$ cat config.mk
export PLATFORM = sky130hd
export DESIGN_NAME = zcmt_top
export DESIGN_NICKNAME = d
export VERILOG_FILES = /design/src/riscv_isa_pkg.sv /design/src/zcmt_pkg.sv /design/src/jvt_csr.sv /design/src/jal_encoder.sv /design/src/zcmt_decoder.sv /design/src/zcmt_top.sv
export SDC_FILE = /design/constraint.sdc
export NUM_CORES = 1
export LEC_CHECK = 0
export ABC_AREA = 1
export ABC_CLOCK_PERIOD_IN_PS = 6300
export BUFFER_PORTS_ARGS = -buffer_cell sky130_fd_sc_hd__buf_2
export CAP_MARGIN = 0
export CORE_ASPECT_RATIO = 0.75
export CORE_MARGIN = 2
export CORE_UTILIZATION = 50
export CTS_CLUSTER_SIZE = 12
export DETAILED_ROUTE_END_ITERATION = 10
export GPL_ROUTABILITY_DRIVEN = 0
export GPL_TIMING_DRIVEN = 0
export PLACE_DENSITY = 0.76
export SLEW_MARGIN = 40
export SYNTH_ARGS = -nofsm -noshare
export SYNTH_HDL_FRONTEND = slang
export SYNTH_SLANG_ARGS = --single-unit
$ cat constraint.sdc
create_clock -name clk_i -period 6.3 [get_ports clk_i]
set_input_delay 0.63 -clock clk_i [delete_from_list [all_inputs] [get_ports clk_i]]
set_output_delay 0.63 -clock clk_i [all_outputs]
set_load 0.01 [all_outputs]
$ cat src/riscv_isa_pkg.sv
// ------------------------------------------------
// RV32 instruction encoding constants and the two
// views of a fetched word: the whole instruction
// and the fields of a cm.jt / cm.jalt half-word.
// Referenced by scoped names from the design.
// ------------------------------------------------

package riscv_isa_pkg;

  // Major opcode of jal
  localparam logic [6:0] opcode_jal = 7'b1101111;

  // Link register choices for the expanded jal
  localparam logic [4:0] reg_zero = 5'd0;
  localparam logic [4:0] reg_ra   = 5'd1;

  // Fixed field values of a table jump
  localparam logic [2:0] cmj_funct3     = 3'b101;
  localparam logic [2:0] cmj_funct3_sub = 3'b000;

  // Low half-word of cm.jt / cm.jalt
  typedef struct packed {
    logic [2:0] funct3;
    logic [2:0] funct3_sub;
    logic [7:0] index;
    logic [1:0] op;
  } cmj_fields_t;

  // Upper half is don't care for a 16-bit macro
  typedef struct packed {
    logic [15:0] unused;
    cmj_fields_t lower;
  } cmj_word_t;

  // Passed through as raw, expanded through cmj
  typedef union packed {
    logic [31:0] raw;
    cmj_word_t   cmj;
  } fetch_word_u;

endpackage

$ cat src/zcmt_pkg.sv
// ------------------------------------------------
// Constants and types of the table-jump subsystem:
// JVT register layout, decoder states and the
// request/response structs of the table port.
// ------------------------------------------------

package zcmt_pkg;

  // Data and address width, RV32 only
  localparam int unsigned xlen = 32;

  // Indices from here upward are cm.jalt
  localparam logic [7:0] jalt_first_index = 8'd32;

  // Table entries are one word each
  localparam int unsigned entry_shift = 2;

  // Table base is 64-byte aligned
  localparam int unsigned jvt_base_lsb = 6;

  typedef enum logic [1:0] {
    idle,
    req,
    wait_rsp,
    jump
  } zcmt_state_e;

  // JVT CSR layout, base above the mode bits
  typedef struct packed {
    logic [xlen-jvt_base_lsb-1:0] base;
    logic [jvt_base_lsb-1:0]      mode;
  } jvt_t;

  // Single-word read request, valid is a one-cycle pulse
  typedef struct packed {
    logic            valid;
    logic [xlen-1:0] addr;
  } table_req_t;

  // Read response, valid is a one-cycle pulse
  typedef struct packed {
    logic            valid;
    logic [xlen-1:0] data;
  } table_rsp_t;

endpackage

$ cat src/jvt_csr.sv
// ------------------------------------------------
// JVT register. Written by the CSR strobe, read
// back on jvt_rdata_o and fed to the decoder as
// table base and mode.
// ------------------------------------------------

`timescale 1ns/1ps

module jvt_csr (
  input  logic                      clk_i,
  input  logic                      rst_ni,
  input  logic                      csr_we_i,
  input  logic [zcmt_pkg::xlen-1:0] csr_wdata_i,
  output zcmt_pkg::jvt_t            jvt_o,
  output logic [zcmt_pkg::xlen-1:0] jvt_rdata_o
);

  zcmt_pkg::jvt_t jvt_d;
  zcmt_pkg::jvt_t jvt_q;

  // Split the written word into base and mode
  always_comb begin
    jvt_d = jvt_q;
    if (csr_we_i) begin
      jvt_d.base = csr_wdata_i[zcmt_pkg::xlen-1:zcmt_pkg::jvt_base_lsb];
      // All mode bits are kept so an unsupported mode reads back
      jvt_d.mode = csr_wdata_i[zcmt_pkg::jvt_base_lsb-1:0];
    end
  end

  always_ff @(posedge clk_i or negedge rst_ni) begin
    if (!rst_ni) begin
      jvt_q <= '0;
    end else begin
      jvt_q <= jvt_d;
    end
  end

  // Decoder sees the new value one cycle after the write
  assign jvt_o = jvt_q;

  // CSR read view
  assign jvt_rdata_o = {jvt_q.base, jvt_q.mode};

endmodule

$ cat src/jal_encoder.sv
// ------------------------------------------------
// Builds the jal that replaces a table jump. The
// offset is target minus pc, checked against the
// +/- 1 MiB reach of the J-type immediate.
// ------------------------------------------------

`timescale 1ns/1ps

module jal_encoder (
  input  logic [zcmt_pkg::xlen-1:0] target_i,
  input  logic [zcmt_pkg::xlen-1:0] pc_i,
  input  logic                      link_i,
  output logic [31:0]               jal_o,
  output logic                      in_range_o
);

  logic [zcmt_pkg::xlen-1:0] target_aligned;
  logic [zcmt_pkg::xlen-1:0] offset;
  logic [20:0]               imm;
  logic [4:0]                rd;

  // Jump targets ignore bit 0
  assign target_aligned = {target_i[zcmt_pkg::xlen-1:1], 1'b0};

  assign offset = target_aligned - pc_i;

  // Fits when bits above 20 are copies of the sign bit
  assign in_range_o = (&offset[zcmt_pkg::xlen-1:20]) | ~(|offset[zcmt_pkg::xlen-1:20]);

  assign imm = offset[20:0];

  // cm.jalt links through ra
  assign rd = link_i ? riscv_isa_pkg::reg_ra : riscv_isa_pkg::reg_zero;

  // J-format scatter: imm[20|10:1|11|19:12]
  assign jal_o = {
    imm[20],
    imm[10:1],
    imm[11],
    imm[19:12],
    rd,
    riscv_isa_pkg::opcode_jal
  };

endmodule

$ cat src/zcmt_decoder.sv
// ------------------------------------------------
// Expands cm.jt / cm.jalt into a single jal.
// A valid macro stalls fetch, reads one entry from
// the jump table and holds the jal until issue
// acknowledges it. Other words pass straight through.
// ------------------------------------------------

`timescale 1ns/1ps

module zcmt_decoder (
  input  logic                       clk_i,
  input  logic                       rst_ni,
  input  riscv_isa_pkg::fetch_word_u instr_i,
  input  logic [zcmt_pkg::xlen-1:0]  pc_i,
  input  logic                       is_macro_instr_i,
  input  logic                       illegal_instr_i,
  input  logic                       is_compressed_i,
  input  logic                       issue_ack_i,
  input  zcmt_pkg::jvt_t             jvt_i,
  input  zcmt_pkg::table_rsp_t       table_rsp_i,
  output logic [31:0]                instr_o,
  output logic                       illegal_instr_o,
  output logic                       is_compressed_o,
  output logic                       fetch_stall_o,
  output logic                       is_last_macro_instr_o,
  output zcmt_pkg::table_req_t       table_req_o
);

  riscv_isa_pkg::cmj_fields_t fields;
  logic                       fields_ok;
  logic                       mode_ok;
  logic                       start_macro;
  logic                       link_d;
  logic [zcmt_pkg::xlen-1:0]  table_base;
  logic [zcmt_pkg::xlen-1:0]  table_offset;
  logic [zcmt_pkg::xlen-1:0]  table_addr;

  zcmt_pkg::zcmt_state_e state_d;
  zcmt_pkg::zcmt_state_e state_q;

  logic [31:0]               macro_q;
  logic [zcmt_pkg::xlen-1:0] pc_q;
  logic [zcmt_pkg::xlen-1:0] addr_q;
  logic [zcmt_pkg::xlen-1:0] entry_q;
  logic                      link_q;

  logic [31:0] jal_word;
  logic        jal_in_range;

  // Macro view of the fetched word
  assign fields = instr_i.cmj.lower;

  assign fields_ok = (fields.funct3 == riscv_isa_pkg::cmj_funct3) &&
                     (fields.funct3_sub == riscv_isa_pkg::cmj_funct3_sub);

  // Only jump table mode 0 is supported
  assign mode_ok = (jvt_i.mode == '0);

  assign start_macro = (state_q == zcmt_pkg::idle) && is_macro_instr_i &&
                       fields_ok && mode_ok;

  assign link_d = (fields.index >= zcmt_pkg::jalt_first_index);

  // Entry address is base + index * entry size
  assign table_base   = {jvt_i.base, {zcmt_pkg::jvt_base_lsb{1'b0}}};
  assign table_offset = {{(zcmt_pkg::xlen-8){1'b0}}, fields.index} << zcmt_pkg::entry_shift;
  assign table_addr   = table_base + table_offset;

  jal_encoder i_jal_encoder (
    .target_i   (entry_q),
    .pc_i       (pc_q),
    .link_i     (link_q),
    .jal_o      (jal_word),
    .in_range_o (jal_in_range)
  );

  // Next state and outputs
  always_comb begin
    state_d               = state_q;
    instr_o               = macro_q;
    illegal_instr_o       = 1'b0;
    fetch_stall_o         = 1'b1;
    is_last_macro_instr_o = 1'b0;

    case (state_q)
      zcmt_pkg::idle: begin
        instr_o       = instr_i.raw;
        fetch_stall_o = start_macro;
        if (is_macro_instr_i) begin
          // Rejected macros go to issue as illegal
          illegal_instr_o = ~(fields_ok && mode_ok);
        end else begin
          illegal_instr_o = illegal_instr_i;
        end
        if (start_macro) begin
          state_d = zcmt_pkg::req;
        end
      end
      zcmt_pkg::req: begin
        state_d = zcmt_pkg::wait_rsp;
      end
      zcmt_pkg::wait_rsp: begin
        if (table_rsp_i.valid) begin
          state_d = zcmt_pkg::jump;
        end
      end
      zcmt_pkg::jump: begin
        is_last_macro_instr_o = 1'b1;
        if (jal_in_range) begin
          instr_o = jal_word;
        end else begin
          illegal_instr_o = 1'b1;
        end
        // Stall drops in the ack cycle
        if (issue_ack_i) begin
          fetch_stall_o = 1'b0;
          state_d       = zcmt_pkg::idle;
        end
      end
      default: begin
        state_d = zcmt_pkg::idle;
      end
    endcase
  end

  assign is_compressed_o = (state_q != zcmt_pkg::idle) || is_macro_instr_i || is_compressed_i;

  // One-cycle read strobe
  assign table_req_o.valid = (state_q == zcmt_pkg::req);
  assign table_req_o.addr  = addr_q;

  always_ff @(posedge clk_i or negedge rst_ni) begin
    if (!rst_ni) begin
      state_q <= zcmt_pkg::idle;
    end else begin
      state_q <= state_d;
    end
  end

  // Macro context captured at start, entry captured on response
  always_ff @(posedge clk_i) begin
    if (start_macro) begin
      macro_q <= instr_i.raw;
      pc_q    <= pc_i;
      addr_q  <= table_addr;
      link_q  <= link_d;
    end
    if ((state_q == zcmt_pkg::wait_rsp) && table_rsp_i.valid) begin
      entry_q <= table_rsp_i.data;
    end
  end

endmodule

$ cat src/zcmt_top.sv
// ------------------------------------------------
// Table-jump block for the fetch path. Connects the
// JVT register to the macro decoder and exposes the
// fetch, issue, CSR and jump-table ports.
// ------------------------------------------------

`timescale 1ns/1ps

module zcmt_top (
  input  logic                       clk_i,
  input  logic                       rst_ni,
  input  logic                       csr_we_i,
  input  logic [zcmt_pkg::xlen-1:0]  csr_wdata_i,
  output logic [zcmt_pkg::xlen-1:0]  jvt_rdata_o,
  input  riscv_isa_pkg::fetch_word_u instr_i,
  input  logic [zcmt_pkg::xlen-1:0]  pc_i,
  input  logic                       is_macro_instr_i,
  input  logic                       is_compressed_i,
  input  logic                       illegal_instr_i,
  input  logic                       issue_ack_i,
  output logic [31:0]                instr_o,
  output logic                       illegal_instr_o,
  output logic                       is_compressed_o,
  output logic                       fetch_stall_o,
  output logic                       is_last_macro_instr_o,
  output zcmt_pkg::table_req_t       table_req_o,
  input  zcmt_pkg::table_rsp_t       table_rsp_i
);

  zcmt_pkg::jvt_t jvt;

  jvt_csr i_jvt_csr (
    .clk_i       (clk_i),
    .rst_ni      (rst_ni),
    .csr_we_i    (csr_we_i),
    .csr_wdata_i (csr_wdata_i),
    .jvt_o       (jvt),
    .jvt_rdata_o (jvt_rdata_o)
  );

  zcmt_decoder i_decoder (
    .clk_i                 (clk_i),
    .rst_ni                (rst_ni),
    .instr_i               (instr_i),
    .pc_i                  (pc_i),
    .is_macro_instr_i      (is_macro_instr_i),
    .illegal_instr_i       (illegal_instr_i),
    .is_compressed_i       (is_compressed_i),
    .issue_ack_i           (issue_ack_i),
    .jvt_i                 (jvt),
    .table_rsp_i           (table_rsp_i),
    .instr_o               (instr_o),
    .illegal_instr_o       (illegal_instr_o),
    .is_compressed_o       (is_compressed_o),
    .fetch_stall_o         (fetch_stall_o),
    .is_last_macro_instr_o (is_last_macro_instr_o),
    .table_req_o           (table_req_o)
  );

endmodule

# Word level (Yosys, flattened, before mapping)
# Index checks and enable logic that the tools add are counted.
# word_totals
word_cells,49
out_inout_bits,101
mem_count,0
romBits,0
ram_bits,0
latchBits,0
in_bits,136
reg_bits,163
# classes
mul,0
eq_ne,7
n_mux,13
n_div,0
n_reduce_logical,15
addsub,2
shift,0
bitwise_logic,3
order_cmp,1
# ops
operator,n
case mux 32 bit (2 select lines),1
adder 32 x 10 -> 32 bit,1
2-to-1 mux 32 bit,1
subtractor 32 bit,1
AND reduction 12 bit,1
OR reduction 12 bit,1
"greater-or-equal comparator 8 x 6 -> 1 bit, second input constant",1
case mux 2 bit (4 select lines),1
logical AND 1 bit,6
logical NOT 6 bit,1
2-to-1 mux 2 bit,3
2-to-1 mux 1 bit,5
"== test 2 bit, second input constant",2
"inequality test 2 bit, second input constant",2
case mux 1 bit (2 select lines),2
"== test 3 bit, second input constant",1
logical NOT 3 bit,1
AND reduction 3 bit,1
"== test 2 x 1 -> 1 bit, second input constant",1
logical NOT 2 bit,1
logical OR 1 bit,2
"inequality test 2 x 1 -> 1 bit, second input constant",1
NOT 1 bit,2
nonzero test 2 bit,1
OR 1 bit,1

# Logic depth before layout (Yosys ltp)
# depth
ltp_word,6
depth_mapped,23
ltp_nobuf,22

# Hierarchy
# From an unflattened synthesis, not the netlist that was laid out.
# hier_totals
cells_unflattened,1263
hier_area_um2,10198.5
# by_module_without_submodules
module,cells_each,instances,seq_area_each_um2,area_each_um2
zcmt_decoder,493,1,3743.6,5746.8
jal_encoder,602,1,0.0,2919.0
jvt_csr,168,1,800.8,1532.7

# Worst setup path before layout
# Ideal clock, no wire load.
# synth_timing
path_kind,input to register
startpoint,in instr_i[14] (netlist bit)
endpoint,reg i_decoder.addr_q[10] (netlist bit) (enable)
cell_stages,3
arrival_ns,2.964
slack_ns,2.892
setup_time_ns,0.444
required_ns,5.856
path_buffers,0
path_cell_list,nor4b_1 nand4_1 inv_1
# synth_via
elab_chain_cells,4
# synth_lines
element,line,source
"start, declared",zcmt_top.sv:15,"input riscv_isa_pkg::fetch_word_u instr_i,"
== test 3 bit,zcmt_decoder.sv:53,assign fields_ok = (fields.funct3 == riscv_isa_pkg::cmj_funct3) &&
logical AND 1 bit,zcmt_decoder.sv:53,
logical AND 1 bit,zcmt_decoder.sv:59,assign start_macro = (state_q == zcmt_pkg::idle) && is_macro_instr_i &&
logical AND 1 bit,zcmt_decoder.sv:60,fields_ok && mode_ok;
via i_decoder.start_macro,zcmt_decoder.sv:32,logic start_macro;
"end signal, assigned",zcmt_decoder.sv:145,addr_q <= table_addr;
"end, declared",zcmt_decoder.sv:43,logic [zcmt_pkg::xlen-1:0] addr_q;
# The timed path passes the listed nets, and every way through them passes these cells.
# A chain may end at the register's enable or synchronous reset.

# Final worst setup path
# layout_timing
startpoint,reg i_decoder.entry_q[11] (netlist bit)
endpoint,out instr_o[8]
# layout_via
elab_chain_cells,6
# layout_lines
element,line,source
"start, declared",zcmt_decoder.sv:44,logic [zcmt_pkg::xlen-1:0] entry_q;
"start signal, assigned",zcmt_decoder.sv:149,entry_q <= table_rsp_i.data;
subtractor 32 bit *,jal_encoder.sv:25,assign offset = target_aligned - pc_i;
OR reduction 12 bit,jal_encoder.sv:28,assign in_range_o = (&offset[zcmt_pkg::xlen-1:20]) | ~(|offset[zcmt_pkg::xlen-1:20]);
NOT 1 bit,jal_encoder.sv:28,
OR 1 bit *,jal_encoder.sv:28,
2-to-1 mux 32 bit *,zcmt_decoder.sv:109,if (jal_in_range) begin
case mux 32 bit (2 select lines) *,zcmt_decoder.sv:85,case (state_q)
"end, declared",zcmt_top.sv:21,"output logic [31:0] instr_o,"
# Every way passes the cells marked *; elsewhere a longest branch is shown, timed or not.

==> results_dict.tcl <==
set metrics [dict create \
    cts_htree_levels 4 \
    grtUsageTotal_pct 27.4 \
    holdWs_ns 0.131 \
    cts_made_buffers 17 \
    final_cells 1655 \
    clockPowerShare_pct 27.6 \
    ys_seq_elements 156 \
    grt_antenna_before_repair 3 \
    end_kind "output port" \
    num_vias 8533 \
    grt_start_max_net_pins 51 \
    r2r-start "i_jvt_csr.jvt_o[6]" \
    p_leak_uw 0.00581 \
    r2r_slack_ns 2.84 \
    fillerInstances 1638 \
    r2r_end "i_decoder.addr_q[30]" \
    synth-seq-area-share_pct 47.9 \
    maxCapViolCount 0 \
    ant_nets 0 \
    worst_ep_arrival_time_ns 3.64 \
    finClkSkew_ns 0.0111 \
    p_per_area_mw_per_mm2 333 \
    drive_gt1_share_pct 23.9 \
    switchingPower_uw 1540 \
    fin_nets 1570 \
    p_int_uw 2310 \
    synth_cell_types 40 \
    max_slew_margin_pct 48.0 \
    crit_start "i_decoder.entry_q[11]" \
    syn_to_final_growth_pct 22.6 \
    worstSkewPairLatency_ns 0.44 \
    crit_chain "ha_1 > nand2_2 > nor2_2 > nand2_1 > inv_1 > nand2_1 > nand2_1 > nand2_1 > nand2_1 > nand2_1 > nand2_1 > nand2_1 > nor2_1 > nand3_2 > buf_4 > nand3_2 > nand2_1 > nand2_1 > o21ai_1 > buf_2" \
    period_needed_ns 4.27 \
    fin_area_mm2 0.0116 \
    slew_violations 0 \
    synth_cells 1140 \
    synth_area_mm2 0.00943 \
    cts_resized 0 \
    grt_pass1_wl_um 41500 \
    die_w_um 163 \
    combPwrFrac_pct 40.9 \
    final_core_util_pct 62.5 \
    ir_drop_mv 0.220 \
    fp.dieH_um 123 \
    clock.fmax_mhz 234 \
    path_class "reg -> out" \
    swShare_pct 40.0 \
    worstPathRequired_ns 5.67 \
    clock_path_buffers 2 \
    setup_violations 0 \
    critPathLaunchType "register" \
    clkTransAtPathRegs_ns 0.07 \
    rsz0062_at_grt "false" \
    grt_overflow 0 \
    hold_viol 0 \
    status "finished, final reports clean" \
    vias_per_cell 5.16 \
    cts_sinks 156 \
    die_area_mm2 0.0200 \
    cts_root_buffer "clkbuf_16" \
    wl_per_cell_um 16.0 \
    grt_pass1_vias 7986 \
    cts_hold_buf 0 \
    post-route-drc-count 0 \
    drtIter0Drc 783 \
    cts_tree "done" \
    post_cts_buffers 0 \
    slowest_delay_ns 0.43 \
    hp-class "in -> async" \
    syn_area_per_cell_um2 8.27 \
    start_util_pct 51.0 \
    tns_ns 0 \
    core_mm2 0.0185 \
    ioPinCount 237 \
    placed_cells 1621 \
    yosys_warnings 0 \
    worst_pin_slew_ns 0.779 \
    place.port_buffers 232 \
    r2r_cells 12 \
    crit_path_top_delay_cell "ha_1" \
    routed_wirelength_um 26400 \
    seqPwrFrac_pct 31.6 \
    fp-row-count 43 \
    crit_path_end "instr_o[8]" \
    cpMostUsedCell "nand2_1" \
    crit_path_max_fanout 10 \
    fin_crit_sh_pct 67.7 \
    hpwl_um 20700 \
    drt_first_pass_iters 5 \
    dpl_cell_area_mm2 0.0109 \
]
[how the worst min path moves through the flow]
stage	from	to	slack, ns	cells after the start
final	rst_ni	i_jvt_csr.jvt_o[9]	0.13	1
after floorplan	rst_ni	i_decoder.state_q[0]	0.33	0
after global routing	rst_ni	i_jvt_csr.jvt_o[9]	0.15	1
after detailed placement	i_jvt_csr.jvt_o[1]	i_jvt_csr.jvt_o[1]	0.53	1
after global placement	i_jvt_csr.jvt_o[6]	i_jvt_csr.jvt_o[6]	0.52	1
after CTS	rst_ni	i_jvt_csr.jvt_o[9]	0.27	1
[power by group through the flow]
stage | Sequential [uW] | Combinational (uW) | Clock (uW)
floorplan | 1240 | 954 | 0
global placement | 1230 | 1540 | 0
detailed placement | 1240 | 1560 | 0
CTS | 1220 | 1570 | 1080
global route | 1220 | 1740 | 1120
finish | 1220 | 1570 | 1060
[final cells by class]
class                           instances  area [um2]  share of cell area, %
Antenna cell                            2        5.00                 0.0433
Inverter                              208         786                   6.79
Timing Repair Buffer                  233        1190                   10.3
Clock buffer                           17         425                   3.68
Clock inverter                         15         196                   1.70
Tap cell                              247         309                   2.67
Buffer                                 29         161                   1.40
Multi-Input combinational cell        748        3980                   34.4
Sequential cell                       156        4510                   39.0
[sequential cells by signal, summed over array words and instances (netlist names)]
signal and flops:
i_jvt_csr.jvt_o 32, i_decoder.macro_q 32, i_decoder.addr_q 26, i_decoder.entry_q 31
i_decoder.pc_q 32, i_decoder.link_q 1, i_decoder.state_q 2
[logic make-up (layout without fill, tap and decap cells)]
| family | after synthesis | after routing | synth area share, % |
|---|---|---|---|
| fa+ha+maj | 41 | 41 | 5.60 |
| mux | 12 | 12 | 1.43 |
| simple gates | 568 | 568 | 26.5 |
| xor+xnor | 43 | 43 | 3.99 |
| compound gates | 82 | 82 | 4.63 |
| flops | 156 | 156 | 47.9 |
| buf+inv | 237 | 502 | 9.99 |
| other cells | 1 | 4 | 0.0398 |
[cells in the final DEF, fill, tap and decap left out, types with 6 or more instances in the layout]
| cell type | Yosys | layout |
|---|---|---|
| a21oi_1 | 38 | 38 |
| a31oi_1 | 7 | 7 |
| buf_2 | 3 | 234 |
| buf_4 | 7 | 8 |
| clkbuf_1 | 16 | 16 |
| clkbuf_16 | 0 | 17 |
| dfrtp_1 | 34 | 34 |
| edfxtp_1 | 122 | 122 |
| ha_1 | 39 | 39 |
| inv_1 | 205 | 203 |
| mux2_2 | 12 | 12 |
| nand2_1 | 346 | 346 |
| nand2_2 | 8 | 8 |
| nand3_1 | 84 | 84 |
| nand4_1 | 27 | 27 |
| nor2_1 | 51 | 51 |
| nor2_2 | 7 | 7 |
| nor3_1 | 8 | 8 |
| o21ai_0 | 29 | 29 |
| or2_2 | 17 | 17 |
| xnor2_1 | 6 | 6 |
| xor2_1 | 37 | 37 |
[layer usage]
| metal | track usage, % | part of all wire (%) | vias up |
|---|---|---|---|
| li1 | - | - | 4161 |
| met1 | 37.6 | 44 | 3956 |
| met2 | 42.2 | 43 | 375 |
| met3 | 9.12 | 11 | 39 |
| met4 | 7.36 | 2.0 | 2 |
| met5 | 0 | 0.049 | - |
[per-stage QoR]
| step | setup WS (ns) | power (uW) |
|---|---|---|
| after floorplan | 2.89 | 2190 |
| after global placement | 1.66 | 2770 |
| after detailed placement | 2.50 | 2790 |
| after CTS | 2.05 | 3860 |
| after global routing | 1.75 | 4090 |
| final | 2.03 | 3850 |
[synth_stat cells]
library cell,count,area share [%]
ha_1,39,5.2
nand3_4,1,0.19
nand2_2,8,0.53
a221oi_1,1,0.093
mux2_2,12,1.4
nand2_4,1,0.12
nor2_1,51,2.0
conb_1,1,0.040
and2_1,3,0.20
buf_2,3,0.16
nor4b_1,1,0.093
nor2_2,7,0.46
nand4_1,27,1.8
dfrtp_1,34,9.0
a21o_1,1,0.080
buf_4,7,0.56
buf_6,3,0.36
clkbuf_1,16,0.64
nor2_4,1,0.12
o21bai_1,2,0.16
a21oi_1,38,2.0
inv_1,205,8.2
or2_2,17,1.1
xnor2_1,6,0.56
edfxtp_1,122,39
nor3_1,8,0.42
o211ai_1,1,0.080
o21ai_0,29,1.5
fa_1,2,0.42
nor4_1,4,0.27
nand3b_1,3,0.24
o21ai_1,2,0.11
nand3_2,4,0.42
inv_2,3,0.12
nor3_2,2,0.21
xor2_1,37,3.4
nand3_1,84,4.5
nand2_1,346,14
a22o_1,1,0.093
a31oi_1,7,0.46
[critical path, delay by kind of cell, from the launching register on]
kind                     cells  cell delay (ns)
buffers and inverters        3             0.45
AND/OR/NAND/NOR             15             1.79
flip-flops                   1             0.39
AO/OA/AOI/OAI                1             0.13
adder cells (fa/ha/maj)      1             0.43
Power figures use the tool's default switching activity.
